<file path="config.mk">
export PLATFORM = sky130hd
export DESIGN_NAME = special_regs
export DESIGN_NICKNAME = d
export VERILOG_FILES = /design/src/mmu_pkg.sv /design/src/special_regs.sv
export SDC_FILE = /design/constraint.sdc
export NUM_CORES = 1
export LEC_CHECK = 0
export BUFFER_PORTS_ARGS = -buffer_cell sky130_fd_sc_hd__buf_2
export CORE_MARGIN = 2
export CORE_UTILIZATION = 44
export CTS_BUF_LIST = sky130_fd_sc_hd__clkbuf_16
export DETAILED_ROUTE_END_ITERATION = 10
export PLACE_DENSITY = 0.84
export RECOVER_POWER = 100
export SYNTH_ARGS = -nofsm -noshare
export SYNTH_HDL_FRONTEND = slang
export SYNTH_SLANG_ARGS = --single-unit
</file>
<file path="constraint.sdc">
create_clock -name clk -period 2.7 [get_ports clk]
set_clock_uncertainty 0.05 [all_clocks]
set_input_delay 0 -clock clk [delete_from_list [all_inputs] [get_ports clk]]
set_output_delay 0 -clock clk [all_outputs]
set_load 0.03 [all_outputs]
</file>
<file path="src/mmu_pkg.sv">
`default_nettype none

package mmu_pkg;

    // ------------------------------
    // Widths and depths
    // ------------------------------
    localparam int MOD_DATA_W  = 32;    // Modifier entry, address reg, read data
    localparam int GROUP_W     = 5;     // Modifier group number
    localparam int MOD_NUM_W   = 5;     // Modifier number within a group
    localparam int MOD_DEPTH   = 1024;  // Group and number together
    localparam int PAGE_IDX_W  = 10;    // Page index
    localparam int PAGE_COUNT  = 1024;  // Pages in the attribute store
    localparam int FRAME_W     = 20;    // Page map entry
    localparam int INSTR_MOD_W = 4;     // Instruction modifier field

    // Bit fields of the data word
    localparam int GROUP_LSB   = 5;     // Group sits at data[9:5]
    localparam int PAGE_LSB    = 10;    // Page index sits at data[19:10]

    // ------------------------------
    // Command opcodes
    // ------------------------------
    typedef enum logic [3:0] {
        NOP          = 4'd0,
        SET_GROUP    = 4'd1,    // Group from data[9:5]
        SET_PAGE     = 4'd2,    // Page index from data[19:10]
        SET_ADDR     = 4'd3,    // Full address word
        MOD_WRITE    = 4'd4,
        MOD_READ     = 4'd5,
        ATTR_WRITE   = 4'd6,    // Invalid from data[1], read-only from data[2]
        ATTR_READ    = 4'd7,
        REPRIO_WRITE = 4'd8,    // Bit from data[0]
        REPRIO_READ  = 4'd9,
        MAP_WRITE    = 4'd10,
        MAP_READ     = 4'd11,
        START_FILL   = 4'd12    // Ones from current page to the last one
    } cmd_op_t;

    // Modifier number sources
    typedef enum logic [1:0] {
        SRC_U    = 2'd0,        // Low bits of the address register
        SRC_IRA  = 2'd1,        // Instruction modifier field
        SRC_NONE = 2'd2,        // Number zero
        SRC_MP   = 2'd3         // Microinstruction number, inverted
    } mn_src_t;

    // Fill sequencer states
    typedef enum logic {
        FILL_IDLE = 1'b0,
        FILL_RUN  = 1'b1
    } fill_state_t;

endpackage

`default_nettype wire

</file>
<file path="src/special_regs.sv">
`default_nettype none
`timescale 1ns/1ps

module special_regs (
    input  wire                               clk,
    input  wire                               reset,
    input  wire  mmu_pkg::cmd_op_t            i_cmd,          // Current command
    input  wire  [mmu_pkg::MOD_DATA_W-1:0]    i_data,         // Command data
    input  wire  [mmu_pkg::MOD_DATA_W-1:0]    i_mod_rdata,    // Modifier entry
    input  wire  [2:0]                        i_attr_rdata,   // {ro, inv, 0}
    input  wire                               i_reprio_rdata, // Reprioritize bit
    input  wire  [mmu_pkg::FRAME_W-1:0]       i_map_rdata,    // Page map entry
    output logic [mmu_pkg::GROUP_W-1:0]       o_group,        // Modifier group register
    output logic [mmu_pkg::PAGE_IDX_W-1:0]    o_page_idx,     // Physical page register
    output logic [mmu_pkg::MOD_DATA_W-1:0]    o_addr,         // Address register
    output logic                              o_mod_we,
    output logic                              o_attr_we,
    output logic                              o_reprio_we,
    output logic                              o_map_we,
    output logic                              o_fill_start,
    output logic [mmu_pkg::MOD_DATA_W-1:0]    o_rdata,        // Registered read-back
    output logic                              o_rvalid        // One cycle after a read
);
    import mmu_pkg::*;

    logic                  rd_cmd;      // Any read command this cycle
    logic [MOD_DATA_W-1:0] rd_sel;      // Selected read value, zero-extended

    // ------------------------------
    // Write strobes
    // ------------------------------
    assign o_mod_we     = (i_cmd == MOD_WRITE);
    assign o_attr_we    = (i_cmd == ATTR_WRITE);
    assign o_reprio_we  = (i_cmd == REPRIO_WRITE);
    assign o_map_we     = (i_cmd == MAP_WRITE);
    assign o_fill_start = (i_cmd == START_FILL);     // Ignored by the sequencer when busy

    // ------------------------------
    // Group, page and address regs
    // ------------------------------
    always_ff @(posedge clk) begin
        if (reset) begin
            o_group    <= '0;
            o_page_idx <= '0;
            o_addr     <= '0;
        end else begin
            case (i_cmd)
                SET_GROUP: o_group    <= i_data[GROUP_LSB +: GROUP_W];    // data[9:5]
                SET_PAGE:  o_page_idx <= i_data[PAGE_LSB +: PAGE_IDX_W];  // data[19:10]
                SET_ADDR:  o_addr     <= i_data;                          // Whole word
                default:   ;
            endcase
        end
    end

    // ------------------------------
    // Read-back selection
    // ------------------------------
    always_comb begin
        rd_cmd = 1'b1;
        rd_sel = '0;
        case (i_cmd)
            MOD_READ:    rd_sel = i_mod_rdata;
            ATTR_READ:   rd_sel = {{(MOD_DATA_W-3){1'b0}}, i_attr_rdata};
            REPRIO_READ: rd_sel = {{(MOD_DATA_W-1){1'b0}}, i_reprio_rdata};
            MAP_READ:    rd_sel = {{(MOD_DATA_W-FRAME_W){1'b0}}, i_map_rdata};
            default:     rd_cmd = 1'b0;              // Not a read
        endcase
    end

    // Valid pulse follows the read command by one cycle
    always_ff @(posedge clk) begin
        if (reset) begin
            o_rvalid <= 1'b0;
        end else begin
            o_rvalid <= rd_cmd;
        end
    end

    // Sampled before this edge's writes land
    always_ff @(posedge clk) begin
        if (rd_cmd) begin
            o_rdata <= rd_sel;
        end
    end

endmodule

`default_nettype wire

</file>
==> reports/results.txt, run 1 <==
Register area share after synthesis: 61.8%
DP Wirelength: 5640 µm
Run status: complete, but fails checks
Worst path depth: 5
First-pass GRT wire length: 14,600 µm
Syn_area_per_cell: 10.6 µm²
Violation count after the first detailed-routing iteration: 153
Fin crit share: 71.3%
Detailed Route WL: 10,100 µm
GRT overflow: 0
CTS max path bufs: 2
Synth Cell Area: 0.00311 mm²
Post-synth cell types: 26
Num CTS Buffers: 9
WS Path Type: in2reg
Worst vdd ir: 0.448 mV
Routed WL per cell: 15.6 µm
Num ports: 179
Clock root buffer: clkbuf_16
Worst setup SP type: primary input
Hold Slack: 142 ps
Largest net degree at the start of global routing: 49
PwrDens: 568 mW/mm²
Starting Density: 45.5%
Slowest CP cell: and4b_1
Worst endpoint data arrival time: 2060 ps
Vias in the first global route: 3,059
FMAX: 519 MHz
Row cnt: 30
DIE HEIGHT: 88.1 µm
Resize count post-CTS: 0
Post-Syn Instances: 294
Setup crit end kind: flop
Syn Nets: 388
Final Wtd Congestion: 0.764
CP bufs+invs: 3
Max-cap violations: 1
Fin nets: 641
Commonest cells after routing, fill and taps aside: buf_2 (93), clkbuf_1 (86), nand2_1 (85)
Final setup violating endpoints: 0
Worst skew pair latency: 320 ps
Total GRT Usage: 24.6%
Post-route minimum period: 1930 ps
Clk sinks: 80
Antenna violations before repair: 0
Failing checks: capacitance limit, slew limit
Synth Register Bits: 80
R2r worst-path depth: 2
FILL cells: 514
Crit-path max FO: 19
Synth warn: 0
CP peak stage delay: 770 ps
Core area: 0.00683 mm²
RSZ-0062 raised after global routing: false
Post-CTS Setup Inserts: 0
Number of inserted diodes: 0
Port Buffers: 178
Share of cells above drive strength 1: 20.7%
H-Tree Depth: 3
Final Hold Vio Count: 0
HP Class: in2reg
CP cell instances: clkbuf_1 -> and4b_1 -> a222oi_1 -> dlygate4sd3_1 -> inv_1
ANT nets after route: 0
Final std cells w/o fill: 648
Pleak: 1.95 nW
CP Data Required Time: 2830 ps
Placed cells: 548
Slew Viols, Final: 6
Residual DRC: 0
Die area: 0.00776 mm²
Crit path max-delay family: buffers and inverters
Hold Path Stages: 4
TritonCTS clock tree: done
Worst-margin pin slew: 1550 ps
Layout area overhead: 61.5%
TNS Setup: 0 ps
DR vias: 3,162
Die Wd: 88.1 µm
DR pass1 iterations: 4
Max-slew headroom: -4.98%
Most common cell after layout, fill and taps aside: buf_2
Clock Pin Slew Worst Setup and Hold Paths: 60 ps
Hold_buf cts: 84
DR vias/cell: 4.88
[state kept, by name, indices dropped and copies added (netlist names)]
register / cells
o_rdata: 32
o_group: 5
o_rvalid: 1
o_page_idx: 10
o_addr: 32
[synth_stat cells]
master     number  share of area (%)
nand2_1        85                 10
nor4b_4         2                1.5
buf_2           5               0.80
mux2i_1         6                1.9
and2_1         12                2.4
nor3b_1         1               0.24
dfxtp_1        48                 31
a221o_1         1               0.32
a222oi_1        2               0.64
a22o_1         17                4.8
edfxtp_1       32                 31
inv_1           2               0.24
nor2b_1         1               0.20
a21oi_1        42                6.8
buf_6           5                1.8
nor4bb_1        1               0.32
buf_4           3               0.72
and4b_1         2               0.64
or4b_1          1               0.32
nand2b_1        3               0.60
nor3_1          3               0.48
nor2_1          7               0.84
a21boi_1        1               0.24
and4bb_4        1               0.52
clkbuf_1       10                1.2
nand4bb_1       1               0.36
[routing by layer]
metal,GRT usage [%],wire [µm],vias up
li1,-,-,1526
met1,29.3,4110,1458
met2,43.4,4970,164
met3,6.13,885,14
met4,8.68,139,0
met5,0,0,-
[path summary, 6_finish.rpt]
path                                   start                          to  slack (ps)
setup / recovery                    i_cmd[3]        o_rdata[1]$_DFFE_PP_         770
hold / removal                      i_cmd[2]  o_page_idx[0]$_SDFFE_PP0N_         140
setup reg to reg     o_addr[25]$_SDFFE_PP0N_     o_addr[25]$_SDFFE_PP0N_        1950
hold reg to reg   o_page_idx[3]$_SDFFE_PP0N_  o_page_idx[3]$_SDFFE_PP0N_         410
[cells by family (layout without fill, tap and decap cells)]
logic type / after synthesis / count (layout) / synth area share, %
and+or+nand+nor: 120 / 120 / 18.7
buffers and inverters: 25 / 283 / 4.79
AOI/OAI and AO/OA: 63 / 63 / 12.8
muxes: 6 / 6 / 1.93
DFF: 80 / 80 / 61.8
[cell type report]
type | instances | area, µm² | area share, %
flip-flops and latches | 80 | 1920 | 38.3
repair buffers | 265 | 1640 | 32.7
multi-input cells | 189 | 1050 | 20.9
clock buffers | 9 | 225 | 4.48
well taps | 96 | 120 | 2.39
clock inverters | 7 | 52.6 | 1.05
inverters | 2 | 7.51 | 0.149
[report_power, final]
| group | total [mW] | internal (mW) | switching, mW | leakage, nW |
|---|---|---|---|---|
| registers | 1.33 | 1.31 | 0.0213 | 0.648 |
| logic | 0.404 | 0.171 | 0.233 | 1.17 |
| clock network | 1.12 | 0.630 | 0.491 | 0.128 |
| total | 2.85 | 2.11 | 0.745 | 1.95 |
[through the flow]
stage	area, µm²	util, %	worst slack [ps]	power (mW)
2_1_floorplan	3110	-	294	1.54
3_3_place_gp	4030	59.0	1360	1.67
3_5_place_dp	4030	59.0	1300	1.67
4_1_cts	5150	75.3	1110	2.87
5_1_grt	5020	73.5	672	2.94
6_report	5020	73.5	774	2.85
[tightest hold or removal path, delay by kind of cell]
| family | cells | cell delay (ps) |
|---|---|---|
| and+or+nand+nor | 2 | 190 |
| AOI/OAI and AO/OA | 1 | 50 |
| buffers and inverters | 1 | 210 |
(Power assumes the default switching activity.)
==> inputs of run 2 (changes only) <==
==> constraint.sdc (replaced) <==
create_clock -name clk -period 1.8 [get_ports clk]
set_clock_uncertainty 0.05 [all_clocks]
set_input_delay 0 -clock clk [delete_from_list [all_inputs] [get_ports clk]]
set_output_delay 0 -clock clk [all_outputs]
set_load 0.03 [all_outputs]
==> reports/results.txt, run 2 (same netlist as run 1, synthesis figures left out) <==
Run status: complete, no violations
Fin crit share: 93.4%
RR Startpoint: o_addr[27]$_SDFFE_PP0N_
FMAX: 595 MHz
CP bufs+invs: 3
Worst path depth: 5
Commonest cells after routing, fill and taps aside: buf_2 (93), dlygate4sd3_1 (91), nand2_1 (85), clkbuf_1 (85), dfxtp_1 (48)
First-pass GRT wire length: 15,500 µm
Post-layout worst setup margin: 118 ps
Core area: 0.00683 mm²
Layout area overhead: 65.0%
CP Data Required Time: 1940 ps
R2r worst-path depth: 3
ANT nets after route: 0
Crit-path max FO: 19
WS Path Type: in2reg
Starting Density: 45.5%
Pleak: 2.02 nW
Final Wtd Congestion: 0.737
Share of cells above drive strength 1: 21.0%
DR vias/cell: 5.02
DR pass1 iterations: 4
HP Class: in2reg
Setup crit start: i_cmd[1]
Clock root buffer: clkbuf_16
Number of inserted diodes: 0
DP Wirelength: 5690 µm
CP cell instances: buf_2 -> and4b_1 -> a222oi_1 -> dlygate4sd3_1 -> inv_1
Worst-margin pin slew: 802 ps
Clk sinks: 80
Fin nets: 650
Final setup violating endpoints: 0
Vias in the first global route: 3,274
Worst setup path end: o_rdata[1]$_DFFE_PP_
Slowest CP cell: and4b_1
Worst endpoint data arrival time: 1830 ps
Setup crit end kind: flop
PwrDens: 869 mW/mm²
Reg-to-Reg End: o_addr[27]$_SDFFE_PP0N_
Violation count after the first detailed-routing iteration: 153
Most common cell after layout, fill and taps aside: buf_2
Die area: 0.00776 mm²
Post-Place Setup Slack: 375 ps
Largest regs: o_addr: 32 flops, o_rdata: 32 flops, o_page_idx: 10 flops
Worst skew pair latency: 320 ps
Max-slew headroom: 46.5%
CTS max path bufs: 2
Worst setup SP type: primary input
TritonCTS clock tree: done
Total GRT Usage: 26.1%
FILL cells: 503
GRT overflow: 0
DIE HEIGHT: 88.1 µm
Reg2reg setup slack: 550 ps
Num ports: 179
Port Buffers: 178
Row cnt: 30
Routed WL per cell: 16.1 µm
Hold Slack: 135 ps
H-Tree Depth: 3
Antenna violations before repair: 0
Crit path max-delay family: buffers and inverters
Largest net degree at the start of global routing: 34
Post-route minimum period: 1680 ps
Worst vdd ir: 0.585 mV
TNS Setup: 0 ps
RSZ-0062 raised after global routing: false
CP peak stage delay: 740 ps
Die Wd: 88.1 µm
Final Hold Vio Count: 0
Slew Viols, Final: 0
Clock Pin Slew Worst Setup and Hold Paths: 60 ps
DR vias: 3,301
Num CTS Buffers: 9
Max-cap violations: 0
Residual DRC: 0
Detailed Route WL: 10,500 µm
run 2: what timing repair did:
action / CTS / global route
buffers inserted: 0 / 0
gates resized for setup: 0 / 0
hold buffers: 91 / 0
hold endpoints to repair: 79 / 0
run 2: where the power goes:
part	leakage (nW)	switching [mW]	internal [mW]
Sequential	0.648	0.0302	1.96
Clock	0.148	0.757	1.09
Combinational	1.23	0.358	0.262
Total	2.02	1.14	3.31
run 2: worst register-to-register path, delay by kind of cell, from the launching register on:
kind,cells,cell delay [ps]
buffers and inverters,1,580
DFF,1,340
AOI/OAI and AO/OA,1,160
and+or+nand+nor,1,70
run 2: layout make-up:
type,instances,area [µm²],area share [%]
tap,96,120,2.34
inverter,2,7.51,0.146
multi-input combinational,189,1050,20.5
clock buffer,9,225,4.39
sequential,80,1920,37.5
timing repair buffer,274,1730,33.6
clock inverter,7,80.1,1.56
run 2: stage by stage:
| step | instances | utilization, % | power, mW | area [µm²] |
|---|---|---|---|---|
| after CTS | 657 | 77.2 | 4.49 | 5270 |
| after detailed placement | 550 | 59.4 | 2.51 | 4060 |
| after floorplan | 294 | - | 2.31 | 3110 |
| after global placement | 550 | 59.4 | 2.51 | 4060 |
| after global routing | 657 | 75.1 | 4.61 | 5130 |
| final | 657 | 75.1 | 4.46 | 5130 |
run 2: worst min-delay path by stage:
| stage | startpoint | slack (ps) | to | cells after the start |
|---|---|---|---|---|
| floorplan | i_data[10] | 90 | o_page_idx[0]$_SDFFE_PP0N_ | 2 |
| global placement | i_data[28] | 190 | o_addr[28]$_SDFFE_PP0N_ | 3 |
| detailed placement | i_data[1] | 200 | o_addr[1]$_SDFFE_PP0N_ | 3 |
| CTS | i_cmd[3] | 140 | o_page_idx[7]$_SDFFE_PP0N_ | 4 |
| global route | i_cmd[3] | 150 | o_page_idx[0]$_SDFFE_PP0N_ | 4 |
| finish | i_cmd[3] | 140 | o_page_idx[9]$_SDFFE_PP0N_ | 4 |
run 2: layer usage:
layer	GRT usage, %	share of wire [%]
met3	7.82	9.6
met2	45.2	49
met4	10.7	1.7
met5	0	0
met1	30.2	39
==> inputs of run 3 (changes only) <==
--- a/config.mk
+++ b/config.mk
@@ -5,12 +5,14 @@
 export SDC_FILE = /design/constraint.sdc
 export NUM_CORES = 1
 export LEC_CHECK = 0
+export ABC_AREA = 1
 export BUFFER_PORTS_ARGS = -buffer_cell sky130_fd_sc_hd__buf_2
+export CAP_MARGIN = 20
 export CORE_MARGIN = 2
 export CORE_UTILIZATION = 44
 export CTS_BUF_LIST = sky130_fd_sc_hd__clkbuf_16
 export DETAILED_ROUTE_END_ITERATION = 10
-export PLACE_DENSITY = 0.84
+export PLACE_DENSITY = 0.83
 export RECOVER_POWER = 100
 export SYNTH_ARGS = -nofsm -noshare
 export SYNTH_HDL_FRONTEND = slang
==> reports/results.txt, run 3 <==
Setup crit end kind: flop
Core area: 0.00721 mm²
Slew Viols, Final: 0
Final std cells w/o fill: 758
Post-synth cell types: 19
Final Hold Vio Count: 0
DR pass1 iterations: 5
Hold_buf cts: 84
Metal-1 WL: 4070 µm
Hold path start: i_mod_rdata[0]
Register area share after synthesis: 59.2%
Largest regs: o_addr: 32 flops, o_rdata: 32 flops, o_page_idx: 10 flops
Placed cells: 658
Crit-path max FO: 19
DP Wirelength: 6030 µm
Hold EP: o_rdata[0]$_DFFE_PP_
Share of the synthesized area in the top cell type: 29.6%
Max Used Layer: met4
Met2 routed WL: 5390 µm
Most common cell after layout, fill and taps aside: nor2_1
Largest family of logic cells by synthesized area: simple AND/OR/NAND/NOR gates
Max-cap violations: 0
WL met3: 1120 µm
ANT nets after route: 0
R2r worst-path depth: 2
RSZ-0062 raised after global routing: false
Final setup violating endpoints: 0
Post-Place Setup Slack: 573 ps
Post-route minimum period: 1530 ps
Hold Slack: 41.8 ps
Synth Register Bits: 80
CP Data Required Time: 1810 ps
Pleak: 2.36 nW
DR vias: 3,612
Worst vdd ir: 0.581 mV
H-Tree Depth: 3
GRT overflow: 0
Synth warn: 0
Worst-margin pin slew: 772 ps
XOR/XNOR share of the synthesized area: 0%
WS Path Type: in2reg
Number of inserted diodes: 0
Num CTS Buffers: 9
Synth area leaders: dfxtp_1 (30%), edfxtp_1 (30%), nor2_1 (14%), nand2_1 (11%), inv_1 (3.9%)
Synth Area in Compound Gates: 4.93%
Layout area overhead: 60.7%
Syn Nets: 488
Fin nets: 748
Num ports: 179
Clk sinks: 80
Multiplexer share of the synthesized area: 0%
Port Buffers: 178
Detailed Route WL: 11,000 µm
Largest area contributor in the netlist: dfxtp_1
Routed WL per cell: 14.5 µm
Synth Cell Area: 0.00325 mm²
Share of cells above drive strength 1: 18.2%
EDFF count, synth: 32
Die area: 0.00808 mm²
RR Startpoint: o_addr[31]$_SDFFE_PP0N_
Residual DRC: 0
Syn_area_per_cell: 8.24 µm²
Row cnt: 31
Reg2reg setup slack: 1090 ps
FMAX: 654 MHz
First-pass GRT wire length: 17,800 µm
Resize count post-CTS: 0
Run status: complete, no violations
Worst skew pair latency: 320 ps
Count leader, synth: nor2_1
Max-slew headroom: 48.5%
TritonCTS clock tree: done
Hold Path Stages: 5
DIE HEIGHT: 89.9 µm
Clock Pin Slew Worst Setup and Hold Paths: 60 ps
Post-Syn Instances: 394
Worst setup SP type: primary input
Antenna violations before repair: 0
Post-CTS Setup Inserts: 0
Final Wtd Congestion: 0.939
CTS max path bufs: 2
Largest net degree at the start of global routing: 48
Commonest cells after routing, fill and taps aside: nor2_1 (118), nand2_1 (95), buf_2 (90)
Post-layout worst setup margin: 270 ps
Worst endpoint data arrival time: 1540 ps
Reg-to-Reg End: o_addr[31]$_SDFFE_PP0N_
Vias in the first global route: 3,605
Starting Density: 45.0%
Die Wd: 89.9 µm
Async set or reset register ratio after synthesis: 0%
Violation count after the first detailed-routing iteration: 139
Post-synth top cells: nor2_1 (117), nand2_1 (93), dfxtp_1 (48), inv_1 (34), edfxtp_1 (32)
Top_reg_cell synth: dfxtp_1
Fin crit share: 85.0%
DR vias/cell: 4.77
Synth Area in Simple Gates: 27.6%
HP Class: in2reg
Clock root buffer: clkbuf_16
TNS Setup: 0 ps
Synth Area in Adders: 0%
PwrDens: 902 mW/mm²
Total GRT Usage: 27.4%
==> run 3: worst max-delay path by stage <==
stage	end	slack, ps	from	cells after the start
floorplan	o_rdata[0]$_DFFE_PP_	520	i_cmd[2]	4
global placement	o_rdata[30]$_DFFE_PP_	610	i_cmd[3]	6
detailed placement	o_rdata[31]$_DFFE_PP_	570	i_cmd[3]	6
CTS	o_rdata[9]$_DFFE_PP_	510	i_mod_rdata[9]	5
global route	o_rdata[4]$_DFFE_PP_	210	i_cmd[3]	8
finish	o_rdata[4]$_DFFE_PP_	270	i_cmd[3]	8
==> run 3: stage by stage <==
step                      power (mW)  util [%]  cell area [µm²]
after CTS                       4.73      74.0             5340
after floorplan                 2.42         -             3250
after global placement          2.63      57.8             4170
after global routing            4.88      72.3             5220
after detailed placement        2.65      57.8             4170
final                           4.70      72.3             5220
==> run 3: critical path, stage by stage <==
cell           delay [ps]
clkbuf_1              250
clkinv_1              140
nand2_1               150
nor2_1                 80
buf_4                 210
nand2_1               100
nand2_1                60
dlygate4sd3_1         560
==> run 3: metal layers <==
| layer | track usage, % | vias to the layer above |
|---|---|---|
| met5 | 0 | - |
| met4 | 13.5 | 0 |
| met3 | 7.96 | 43 |
| met2 | 47.5 | 236 |
| met1 | 30.9 | 1598 |
| li1 | - | 1735 |
==> run 3: cell type report <==
cell class,instances,area (µm²)
inverter,38,145
sequential,80,1920
multi-input combinational,259,1050
clock buffer,9,225
timing repair buffer,266,1650
tap,99,124
fill,531,2000
clock inverter,7,103
==> run 3: cells by family (layout without fill, tap and decap cells) <==
kind of cell	after synthesis	count (layout)
compound gates	32	32
flops	80	80
simple gates	227	227
buf+inv	55	320
==> run 3: where the power goes <==
group          internal (mW)  switching [mW]
clock                   1.23           0.731
sequential              1.98          0.0411
combinational          0.272           0.445
