### src/mmu_pkg.sv
`default_nettype none

package mmu_pkg;

    // ------------------------------
    // Widths and depths
    // ------------------------------
    localparam int MOD_DATA_W  = 32;    // Modifier entry, address reg, read data
    localparam int GROUP_W     = 5;     // Modifier group number
    localparam int MOD_NUM_W   = 5;     // Modifier number within a group
    localparam int MOD_DEPTH   = 1024;  // Group and number together
    localparam int PAGE_IDX_W  = 10;    // Page index
    localparam int PAGE_COUNT  = 1024;  // Pages in the attribute store
    localparam int FRAME_W     = 20;    // Page map entry
    localparam int INSTR_MOD_W = 4;     // Instruction modifier field

    // Bit fields of the data word
    localparam int GROUP_LSB   = 5;     // Group sits at data[9:5]
    localparam int PAGE_LSB    = 10;    // Page index sits at data[19:10]

    // ------------------------------
    // Command opcodes
    // ------------------------------
    typedef enum logic [3:0] {
        NOP          = 4'd0,
        SET_GROUP    = 4'd1,    // Group from data[9:5]
        SET_PAGE     = 4'd2,    // Page index from data[19:10]
        SET_ADDR     = 4'd3,    // Full address word
        MOD_WRITE    = 4'd4,
        MOD_READ     = 4'd5,
        ATTR_WRITE   = 4'd6,    // Invalid from data[1], read-only from data[2]
        ATTR_READ    = 4'd7,
        REPRIO_WRITE = 4'd8,    // Bit from data[0]
        REPRIO_READ  = 4'd9,
        MAP_WRITE    = 4'd10,
        MAP_READ     = 4'd11,
        START_FILL   = 4'd12    // Ones from current page to the last one
    } cmd_op_t;

    // Modifier number sources
    typedef enum logic [1:0] {
        SRC_U    = 2'd0,        // Low bits of the address register
        SRC_IRA  = 2'd1,        // Instruction modifier field
        SRC_NONE = 2'd2,        // Number zero
        SRC_MP   = 2'd3         // Microinstruction number, inverted
    } mn_src_t;

    // Fill sequencer states
    typedef enum logic {
        FILL_IDLE = 1'b0,
        FILL_RUN  = 1'b1
    } fill_state_t;

endpackage

`default_nettype wire

### src/reprio_fill.sv
`default_nettype none
`timescale 1ns/1ps

module reprio_fill (
    input  wire                               clk,
    input  wire                               reset,
    input  wire                               i_start,        // START_FILL command
    input  wire  [mmu_pkg::PAGE_IDX_W-1:0]    i_page_idx,     // First page to fill
    output logic                              o_fill_we,      // Write a one this cycle
    output logic [mmu_pkg::PAGE_IDX_W-1:0]    o_fill_idx,     // Page being filled
    output logic                              o_busy
);
    import mmu_pkg::*;

    localparam logic [PAGE_IDX_W-1:0] LAST_PAGE = PAGE_IDX_W'(PAGE_COUNT - 1);

    fill_state_t           state;
    logic [PAGE_IDX_W-1:0] fcnt;                // Fill counter

    always_ff @(posedge clk) begin
        if (reset) begin
            state <= FILL_IDLE;
            fcnt  <= '0;
        end else begin
            case (state)
                FILL_IDLE: begin
                    if (i_start) begin
                        state <= FILL_RUN;
                        fcnt  <= i_page_idx;   // Start at the current page
                    end
                end
                FILL_RUN: begin
                    if (fcnt == LAST_PAGE) begin
                        state <= FILL_IDLE;    // Drops with the last write
                    end else begin
                        fcnt <= fcnt + 1'b1;
                    end
                end
                default: state <= FILL_IDLE;
            endcase
        end
    end

    assign o_busy     = (state == FILL_RUN);
    assign o_fill_we  = (state == FILL_RUN);   // One entry per cycle
    assign o_fill_idx = fcnt;

endmodule

`default_nettype wire

### config.mk
export PLATFORM = sky130hd
export DESIGN_NAME = reprio_fill
export DESIGN_NICKNAME = d
export VERILOG_FILES = /design/src/mmu_pkg.sv /design/src/reprio_fill.sv
export SDC_FILE = /design/constraint.sdc
export NUM_CORES = 1
export LEC_CHECK = 0
export BUFFER_PORTS_ARGS = -buffer_cell sky130_fd_sc_hd__buf_2
export CAP_MARGIN = 20
export CORE_ASPECT_RATIO = 1.1
export CORE_UTILIZATION = 43
export DETAILED_ROUTE_END_ITERATION = 10
export PLACE_DENSITY = 0.78
export SYNTH_ARGS = -nofsm -noshare
export SYNTH_HDL_FRONTEND = slang
export SYNTH_SLANG_ARGS = --single-unit
### constraint.sdc
create_clock -name clk -period 1.8 [get_ports clk]
set_input_delay 0.09 -clock clk [delete_from_list [all_inputs] [get_ports clk]]
set_output_delay 0.09 -clock clk [all_outputs]
set_load 0.02 [all_outputs]
==> summary.txt, run 1 <==
Die
  – Die height: ~44 um
  – Die width: 40.04 um
  – # rows: 14
  – Core area: 1419 um^2
  – Initial core utilization: between 40% and 50%
  – Die area: 1755 um^2
  – Ports: 25

Global routing
  – First-pass GRT wire length: 2677 um
  – Vias in the first global route: 564
  – Global-route usage over all layers: 22.98%
  – Gr ovfl total: 0
  – Largest net degree at the start of global routing: 14
  – Initial antenna violation count: 0

Finish
  – Layout filler cell count: 140
  – Synth-to-Final Area Change: 24.68%
  – Multi-input gate area: approximately 430 um^2
  – Register area: between 200 and 250 um^2
  – Layout cells sized above 1: roughly a third
  – NumNets Final: ~120
  – Antenna cells: 0

Yosys
  – Sequential fraction of the synthesis area: 32.18%
  – Number of synthesized flops with an enable pin: 0
  – Async S/R FF share, synth: 0%
  – Synth cell count leaders: 11 x dfxtp_1, 8 x a21oi_1, 6 x a211oi_1, 6 x nand2_1, 6 x nor2_1
  – Count leader, synth: dfxtp_1
  – Library cells used by synthesis: 35
  – Cell taking the most area after synthesis: dfxtp_1
  – Cells after Synth: 82
  – Synth warn: 0
  – Syn nets: 96
  – Most common flop cell mapped by yosys: dfxtp_1
  – Synth Register Bits: 11
  – Top cell type's share of synthesized area: 32.18%
  – Synthesized area per cell: 8.346 um^2
  – Synth top area cells: dfxtp_1 32%, a211oi_1 6.6%, a21oi_1 5.9%
  – Mapped Area: a little under 700 um^2

STA
  – Worst Clk Skew: 5.173 ps
  – Final setup fails: 0
  – Final Critical Period: around 1600 ps
  – Max Fclk: 635.4 MHz
  – Slew @ Worst Pin: roughly 380 ps
  – Final slew viol count: 0
  – RSZ-0062 raised after global routing: false
  – Final hold violation count: 0
  – Setup TNS: 0 ps
  – Period Utilization, post-route: 87.44%
  – Slew HR: about 74%

Route
  – 1st-pass router iterations: 4
  – Drt via density: roughly 6.1
  – Iter 0 DRT Violations: 21
  – DRC viols: 0
  – Wirelength per Cell: roughly 14 um
  – Remaining antenna violation count after routing: 0
  – Wirelength, routed: approximately 1800 um
  – Via total after detailed routing: 760

Hold path
  – Hold Crit Depth: 3
  – Hold Crit Class: primary input to flop
  – Hold Crit Start: i_page_idx[6]

Worst setup path
  – Worst setup startpoint: o_fill_idx[0]$_SDFFE_PP0P_
  – Worst reg2reg setup slack: 230 ps
  – CP Data Required Time: about 2000 ps
  – Worst path arrival time: approximately 1800 ps
  – FF-to-FF Start: o_fill_idx[0]$_SDFFE_PP0P_
  – R2R depth: 5
  – CP endpoint kind: flop
  – Crit-path max FO: 8
  – Worst Setup Start Kind: flop
  – Crit Path Category: flop to flop

Power and ir drop
  – Reg power frac: approximately 48%
  – Tot Pwr: 0.6183 mW
  – Clk pwr share: roughly 28%
  – Sw Pwr: between 0.2 and 0.25 mW
  – Switch share: 32.99%
  – Leakage Power: 0.3565 nW
  – Internal: around 0.41 mW
  – Comb power frac: approximately a quarter
  – Cell Pwr Density: about 720 nW/um^2
  – Peak VDD IR: around 410 uV

Clock network
  – Reg clk slew, reported paths: 70 ps
  – CTS tree: yes
  – Clock Latency Late Sink: 280 ps
  – H-tree depth: 1
  – Root Driver: clkbuf_4
  – CTS Buf Count: 3
  – Max clock buf depth: 2
  – CTS sink count: 11
  – Post-CTS Repair Setup Buffers: 0
  – Post-CTS Resized: 0
  – Hold-fix buffers, CTS: 0

Place
  – GP Congestion: about 0.8
  – DP Wirelength: between 1000 and 1500 um
  – I/O Buffers: 24

Status
  – Status: complete, no violations

Run
  – Max Cap Viol: 0
==> per-layer routing <==
layer | track usage (%) | wire (um) | vias up
li1 | - | - | 371
met3 | 9.231 | 124 | 6
met1 | 32.48 | 774 | 347
met2 | 30.00 | 822 | 36
met5 | 0 | 0 | -
met4 | 10.34 | 37 | 0
==> power groups by stage <==
stage               clock network (mW)  registers [mW]  logic (mW)
floorplan                            0           0.318      0.0750
global placement                     0           0.299       0.148
detailed placement                   0           0.299       0.151
CTS                              0.180           0.294       0.151
global route                     0.197           0.299       0.165
finish                           0.172           0.295       0.152
==> state kept, by name, summed over array words and instances, names as in the netlist <==
signal      count
o_busy          1
o_fill_idx     10
==> path summary, 6_finish.rpt <==
path / endpoint
min: o_fill_idx[6]$_SDFFE_PP0P_
min reg2reg: o_fill_idx[7]$_SDFFE_PP0P_
max: o_fill_idx[0]$_SDFFE_PP0P_
max reg2reg: o_fill_idx[0]$_SDFFE_PP0P_
==> cells by family (layout without fill, tap and decap cells) <==
group,count (synthesis),after routing,synth area share [%]
fa+ha+maj,1,1,1.828
compound gates,30,30,33.28
flops,11,11,32.18
mux,2,2,2.925
buf+inv,7,34,4.570
simple gates,31,31,25.23
==> final cells by class <==
class | count | area share, %
tap | 16 | 2.346
clock buffer | 4 | 3.079
multi-input combinational | 64 | 50.73
timing repair buffer | 27 | 16.72
sequential | 11 | 25.81
inverter | 3 | 1.320
==> critical path, cell delays in order, from the launching register on <==
cell and delay (ps):
dfxtp_1 380, ha_1 280, and2_4 170, a41oi_4 310, a21oi_1 100, a311oi_1 240
==> per-stage QoR <==
| stage | utilization (%) | setup WS, ps | instances | instance area, um^2 | hold slack (ps) |
|---|---|---|---|---|---|
| 2_1_floorplan | - | 263.5 | 82 | 684.4 | 173.1 |
| 3_3_place_gp | 58.29 | 297.3 | 121 | 827.0 | 356.2 |
| 3_5_place_dp | 58.29 | 237.6 | 121 | 827.0 | 361.1 |
| 4_1_cts | 60.14 | 217.9 | 125 | 853.3 | 63.65 |
| 5_1_grt | 60.14 | 99.81 | 125 | 853.3 | 67.13 |
| 6_report | 60.14 | 226.1 | 125 | 853.3 | 66.19 |
==> cell usage in the layout (no fill, tap or decap) <==
master	instances
nor2b_1	3
a41oi_1	1
buf_2	24
a2111oi_0	2
nand2_1	6
nor3_1	2
and3_1	1
and4_4	1
clkbuf_1	1
nor2_1	6
dfxtp_1	11
nand4_2	1
o2bb2ai_1	1
nor4_1	1
nand2b_1	2
o31a_1	1
clkbuf_4	3
a41oi_4	1
a211oi_1	6
ha_1	1
o21ai_0	4
inv_1	2
nand3_1	3
a41o_2	1
buf_4	3
a311oi_1	1
nand4_1	2
o22ai_1	1
mux2i_1	2
or2b_1	1
and2_4	1
o21a_1	1
a21oi_1	8
or2_2	1
o32ai_1	2
clkinv_1	1
(Power assumes the default switching activity.)
==> run 2: changes to the inputs <==
Settings changed: ABC_AREA from default to 1.
Clock period 1.8 ns to 1.92 ns, I/O delays scaled along.
==> run 2 against run 1 <==
First-iteration DRC count increased by 4.8%. Critical endpoint is now o_fill_idx[2]$_SDFFE_PP0P_. Non-clock buffer count decreased by 2. Core utilization decreased by 0.12 points. Worst hold slack got worse by 41 ps. Highest routed layer unchanged. Final area increased by 1.0%. Power decreased by 4.1%. Cell count increased by 26%. Largest cell class unchanged. Area after synthesis increased by 2.2%. Via count increased by 6.3%. Clock power decreased by 4%. Largest power group unchanged.
==> summary.txt, run 2 <==
Power and ir drop
  – Leakage Power: 0.4453 nW (+25%)
  – Cell Pwr Density: 688.0 nW/um^2 (-5.0%)
  – Peak VDD IR: 399.7 uV (-2.8%)

Route
  – Met2 wire length: 763 um (-7.2%)
  – Max Used Layer: met4
  – Remaining antenna violation count after routing: 0 (unchanged)
  – 1st-pass router iterations: 4 (unchanged)
  – Wirelength per Cell: 10.71 um (-24%)
  – Iter 0 DRT Violations: 22 (+4.8%)
  – Routed wl met3: 90 um (-27%)
  – Wirelength, routed: 1682 um (-4.4%)
  – Drt via density: 5.146 (-15%)
  – Via total after detailed routing: 808 (+6.3%)
  – Routed length on met1: 786 um (+1.6%)
  – DRC viols: 0 (unchanged)

Finish
  – Layout cells sized above 1: 27.66% (-5.4 points)
  – Final core utilization: 60.02% (-0.12 points)
  – Commonest non-fill, non-tap cell in the layout: nand2_1
  – Most frequent cells in the layout: 39 x nand2_1, 24 x buf_2, 18 x nor2_1
  – Post-route cell area: 862.1 um^2 (+1.0%)
  – Layout filler cell count: 145 (+3.6%)
  – NumNets Final: 156 (+26%)
  – Synth-to-Final Area Change: 23.26%
  – Antenna cells: 0 (unchanged)
  – Register area: 220.2 um^2 (unchanged)
  – Largest register FFs: 10 (unchanged)
  – Multi-input gate area: 420.4 um^2 (-2.9%)

Die
  – Core area: 1436 um^2 (+1.2%)
  – Die height: 44.30 um (+1.0%)
  – Die width: 40.46 um (+1.0%)
  – # rows: 14 (unchanged)
  – Ports: 25 (unchanged)
  – Initial core utilization: 48.69% (+0.46 points)
  – Die area: 1792 um^2 (+2.1%)

Yosys
  – Synth top area cells: dfxtp_1 31%, nand2_1 21%, nor2_1 9.7%
  – Cell taking the most area after synthesis: dfxtp_1
  – Number of synthesized flops with an enable pin: 0 (unchanged)
  – Library cells used by synthesis: 24 (-31%)
  – Synth Register Bits: 11 (unchanged)
  – Synth warn: 0 (unchanged)
  – Async S/R FF share, synth: 0% (unchanged)
  – Top cell type's share of synthesized area: 31.48% (-0.69 points)
  – Cells after Synth: 114 (+39%)
  – Synth cell count leaders: 39 x nand2_1, 18 x nor2_1, 11 x dfxtp_1, 8 x inv_1, 8 x nand3_1
  – Most common flop cell mapped by yosys: dfxtp_1
  – Sequential fraction of the synthesis area: 31.48% (-0.69 points)
  – Syn nets: 128 (+33%)
  – Synthesized area per cell: 6.135 um^2 (-26%)
  – Mapped Area: 699.4 um^2 (+2.2%)
  – Count leader, synth: nand2_1

Place
  – GP Congestion: 0.8380 (+4.2%)
  – DP Area: 835.8 um^2 (+1.1%)
  – I/O Buffers: 24 (unchanged)
  – DP Wirelength: 1267 um (+0.80%)

Worst setup path
  – Crit Path Category: flop to flop
  – Crit-path leading delay family: simple AND/OR/NAND/NOR gates
  – Crit path cell chain: ha_1 > nand2_1 > nor2_2 > nand3_2 > nand2_4 > inv_4 > o21ai_1 > nor2_1
  – CP Buf/Inv Count: 1 (+1)
  – Worst path arrival time: 1640 ps (-120 ps)
  – CP Data Required Time: 2090 ps (+110 ps)
  – CP endpoint kind: flop
  – CP max stage delay: 390 ps (about the same)
  – Slowest CP cell: dfxtp_1
  – Worst Setup Start Kind: flop
  – Crit-path max FO: 10 (+2)

Clock network
  – Root Driver: clkbuf_4
  – Post-CTS Resized: 0 (unchanged)
  – Post-CTS Repair Setup Buffers: 0 (unchanged)
  – Clock Latency Late Sink: 280 ps (about the same)
  – Max clock buf depth: 2 (unchanged)
  – Hold-fix buffers, CTS: 0 (unchanged)
  – CTS tree: yes
  – CTS Buf Count: 3 (unchanged)
  – Reg clk slew, reported paths: 70 ps (about the same)
  – CTS sink count: 11 (unchanged)
  – H-tree depth: 1 (unchanged)

Global routing
  – Gr ovfl total: 0 (unchanged)
  – Global-route usage over all layers: 22.72% (-0.27 points)
  – First-pass GRT wire length: 2856 um (+6.7%)
  – Initial antenna violation count: 0 (unchanged)
  – Vias in the first global route: 712 (+26%)
  – Largest net degree at the start of global routing: 12 (-2)

STA
  – RSZ-0062 raised after global routing: false
  – Final hold violation count: 0 (unchanged)
  – Final slew viol count: 0 (unchanged)
  – Setup TNS: 0 ps (unchanged)
  – Worst Clk Skew: 3.709 ps (-1.464 ps)
  – Final setup fails: 0 (unchanged)
  – Period Utilization, post-route: 76.22% (-11 points)
  – Slew @ Worst Pin: 319.4 ps (-60.71 ps)
  – Final Critical Period: 1463 ps (-110.4 ps)
  – Slew HR: 78.63% (+4.6 points)
  – Max Fclk: 683.3 MHz (+7.5%)

Hold path
  – Hold Crit Class: primary input to flop

Run
  – Max Cap Viol: 0 (unchanged)

Status
  – Status: complete, no violations
run 2: cell types whose count changed in the layout (fill, tap and decap cells not counted), sizes merged, moves of 3 or more:
cell    previous run  this run
a211oi             6         0
a21oi              8         4
inv                2        11
nand2              6        40
nand3              3         9
nor2               6        20
nor2b              3         0
o21ai              4         8
run 2: where the power goes:
| group | switching (mW) | leakage (nW) | internal [mW] |
|---|---|---|---|
| logic | 0.0965 | 0.339 | 0.0589 |
| registers | 0.0236 | 0.0914 | 0.249 |
| clock network | 0.0846 | 0.0150 | 0.0807 |
| total | 0.205 | 0.445 | 0.388 |
run 2: worst register-to-register path, stage by stage, from the launching register on:
cell and delay [ps]:
dfxtp_1 390, ha_1 190, nand2_1 90, nor2_2 180, nand3_2 100, nand2_4 140
inv_4 80, o21ai_1 130, nor2_1 60
run 2: cells by family (layout without fill, tap and decap cells):
kind of cell             count (synthesis)  in the layout  share of synthesized area [%]
flip-flops                              11             11                          31.48
buffers and inverters                   14             41                          8.408
AO/OA/AOI/OAI                           16             16                          14.49
adder cells (fa/ha/maj)                  1              1                          1.789
AND/OR/NAND/NOR                         72             72                          43.83
run 2: metal layers:
| layer | GRT usage (%) | vias up |
|---|---|---|
| met5 | 0 | - |
| met4 | 10.00 | 0 |
| met3 | 3.015 | 5 |
| met2 | 34.29 | 29 |
| met1 | 31.65 | 361 |
| li1 | - | 413 |
run 2: cell type report:
type	instances	share of cell area (%)
Multi-Input combinational cell	89	48.77
Timing Repair Buffer	25	14.80
Sequential cell	11	25.54
Inverter	12	5.515
Tap cell	16	2.322
Clock buffer	4	3.048
run 2: worst paths after layout:
| check | slack [ps] | startpoint | cells past startpoint | endpoint |
|---|---|---|---|---|
| max | 460 | o_fill_idx[0]$_SDFFE_PP0P_ | 8 | o_fill_idx[2]$_SDFFE_PP0P_ |
| min | 30 | reset | 2 | o_fill_idx[7]$_SDFFE_PP0P_ |
| max reg2reg | 460 | o_fill_idx[0]$_SDFFE_PP0P_ | 8 | o_fill_idx[2]$_SDFFE_PP0P_ |
| min reg2reg | 470 | o_fill_idx[6]$_SDFFE_PP0P_ | 2 | o_fill_idx[6]$_SDFFE_PP0P_ |
run 2: metrics by stage:
stage / hold WS (ps) / instances / power (mW) / worst slack (ps)
2_1_floorplan: 165.1 / 114 / 0.3811 / 454.4
3_3_place_gp: 314.5 / 153 / 0.4288 / 550.7
3_5_place_dp: 312.8 / 153 / 0.4327 / 486.6
4_1_cts: 21.20 / 157 / 0.5961 / 470.9
5_1_grt: 37.18 / 157 / 0.6298 / 343.1
6_report: 25.09 / 157 / 0.5931 / 456.5
==> run 3: changes to the inputs <==
Clock period 1.92 ns to 1.5 ns, I/O delays scaled along.
==> run 3 against run 2 <==
Critical path depth rose by 1. Worst setup slack got worse by 360 ps. Highest routed layer unchanged. Clock skew fell by 1.8 ps. Core utilization rose by 0.87 points. Largest cell class unchanged. Cell count did not move. Routed wire length fell by 0.12%. Die area did not move. Critical path type unchanged. Flip-flop and latch count did not move.
==> summary.txt, run 3 (synthesis gave the netlist of run 2 again) <==
Status
  – Status: complete, no violations

Clock network
  – Reg clk slew, reported paths: 70 ps (about the same)
  – Clock Latency Late Sink: 280 ps (about the same)
  – Max clock buf depth: 2 (unchanged)
  – CTS sink count: 11 (unchanged)
  – CTS tree: yes
  – Root Driver: clkbuf_4
  – Post-CTS Repair Setup Buffers: 0 (unchanged)
  – H-tree depth: 1 (unchanged)
  – CTS Buf Count: 3 (unchanged)

Route
  – Via total after detailed routing: 814 (+0.74%)
  – Routed wl met3: 56 um (-38%)
  – Met2 wire length: 785 um (+2.9%)
  – Wirelength, routed: 1680 um (-0.12%)
  – Max Used Layer: met4
  – Wirelength per Cell: 10.70 um (-0.12%)
  – 1st-pass router iterations: 4 (unchanged)
  – DRC viols: 0 (unchanged)
  – Drt via density: 5.185 (+0.74%)
  – Iter 0 DRT Violations: 10 (-55%)
  – Routed length on met1: 807 um (+2.7%)
  – Remaining antenna violation count after routing: 0 (unchanged)

STA
  – Max Fclk: 710.6 MHz (+4.0%)
  – Final slew viol count: 0 (unchanged)
  – Slew @ Worst Pin: 268.6 ps (-50.73 ps)
  – Final Critical Period: 1407 ps (-56.28 ps)
  – Setup TNS: 0 ps (unchanged)
  – Slew HR: 82.07% (+3.4 points)
  – Final hold violation count: 0 (unchanged)
  – RSZ-0062 raised after global routing: true
  – Period Utilization, post-route: 93.81% (+18 points)
  – Worst Clk Skew: 1.932 ps (-1.777 ps)
  – Final setup fails: 0 (unchanged)

Worst setup path
  – CP Data Required Time: 1720 ps (-370 ps)
  – Worst path arrival time: 1630 ps (about the same)
  – Crit-path max FO: 10 (unchanged)
  – Crit Path Category: flop to flop
  – CP endpoint kind: flop
  – Worst Setup Start Kind: flop
  – R2R depth: 9 (+1)

Place
  – I/O Buffers: 24 (unchanged)
  – DP Wirelength: 1264 um (-0.21%)
  – GP Congestion: 0.8361 (-0.23%)
  – DP Area: 835.8 um^2 (unchanged)

Global routing
  – Vias in the first global route: 705 (-0.98%)
  – Gr ovfl total: 0 (unchanged)
  – First-pass GRT wire length: 2746 um (-3.9%)
  – Largest net degree at the start of global routing: 12 (unchanged)
  – Initial antenna violation count: 0 (unchanged)
  – Global-route usage over all layers: 22.20% (-0.52 points)

Finish
  – Antenna cells: 0 (unchanged)
  – Layout cells sized above 1: 30.50% (+2.8 points)
  – Multi-input gate area: 430.4 um^2 (+2.4%)
  – Largest register FFs: 10 (unchanged)
  – Layout filler cell count: 147 (+1.4%)
  – Most frequent cells in the layout: 39 x nand2_1, 24 x buf_2, 16 x nor2_1
  – Commonest non-fill, non-tap cell in the layout: nand2_1
  – Register area: 222.7 um^2 (+1.1%)
  – NumNets Final: 156 (unchanged)
  – Synth-to-Final Area Change: 25.04%
  – Post-route cell area: 874.6 um^2 (+1.5%)

Power and ir drop
  – Comb power frac: 26.2% (about the same)
  – Clk pwr share: 27.9% (about the same)
  – Sw Pwr: 0.2643 mW (+29%)
  – Cell Pwr Density: 872.2 nW/um^2 (+27%)
  – Tot Pwr: 0.7628 mW (+29%)
  – Peak VDD IR: 559.9 uV (+40%)
  – Leakage Power: 0.4460 nW (+0.16%)
  – Internal: 0.4986 mW (+28%)
  – Reg power frac: 45.9% (about the same)
  – Switch share: 34.64% (+0.14 points)

Hold path
  – Hold Crit Depth: 2 (unchanged)
  – Hold Crit Class: primary input to flop

Die
  – Ports: 25 (unchanged)
  – Die height: 44.30 um (unchanged)
  – Die area: 1792 um^2 (unchanged)
  – Core area: 1436 um^2 (unchanged)
  – # rows: 14 (unchanged)
  – Die width: 40.46 um (unchanged)
  – Initial core utilization: 48.69% (unchanged)

Run
  – Max Cap Viol: 0 (unchanged)
-- run 3: cell counts in the layout (fill, tap and decap cells not counted) --
No cell type changed its count.
-- run 3: through the flow --
stage                     cells  hold WS (ps)  setup slack [ps]  utilization, %
after detailed placement    153         290.6             67.30           58.19
after floorplan             114         144.1             34.38               -
final                       157         15.35             92.82           60.89
after CTS                   157         3.941             53.32           60.02
after global placement      153         294.2             133.7           58.19
after global routing        157         19.11            -5.054           60.89
-- run 3: worst max-delay path, cell delays in order, from the launching register on --
cell and delay (ps):
dfxtp_2 360, ha_1 180, nand2_1 110, nor2_4 150
nand3_2 90, nand2_4 150, inv_4 80, nand2_1 70
nand2_1 60, a21oi_2 100
-- run 3: metal layers --
layer  global-route usage (%)  vias up
li1                         -      416
met1                    28.08      378
met2                    34.29       16
met3                    4.523        4
met4                    12.00        0
met5                        0        -
-- run 3: final cells by class --
class                           count  share of cell area (%)
Tap cell                           16                   2.289
Clock buffer                        4                   3.004
Multi-Input combinational cell     89                   49.21
Sequential cell                    11                   25.46
Timing Repair Buffer               25                   14.59
Inverter                           12                   5.436
-- run 3: repair_timing --
item | CTS | global route
setup endpoints to repair | 0 | 8
hold buffers | 0 | 0
resized for setup | 0 | 5
-- run 3: worst paths after layout --
path | to | slack (ps) | startpoint
worst min register to register | o_fill_idx[6]$_SDFFE_PP0P_ | 470 | o_fill_idx[6]$_SDFFE_PP0P_
worst min-delay path | o_fill_idx[9]$_SDFFE_PP0P_ | 20 | reset
worst max-delay path | o_fill_idx[5]$_SDFFE_PP0P_ | 90 | o_fill_idx[0]$_SDFFE_PP0P_
worst max register to register | o_fill_idx[5]$_SDFFE_PP0P_ | 90 | o_fill_idx[0]$_SDFFE_PP0P_
-- run 3: power by group through the flow --
| stage | combinational, mW | clock, mW | sequential [mW] |
|---|---|---|---|
| 6_report | 0.200 | 0.213 | 0.350 |
| 5_1_grt | 0.223 | 0.231 | 0.354 |
| 4_1_cts | 0.199 | 0.214 | 0.348 |
| 3_5_place_dp | 0.198 | 0 | 0.355 |
| 3_3_place_gp | 0.195 | 0 | 0.354 |
| 2_1_floorplan | 0.105 | 0 | 0.383 |
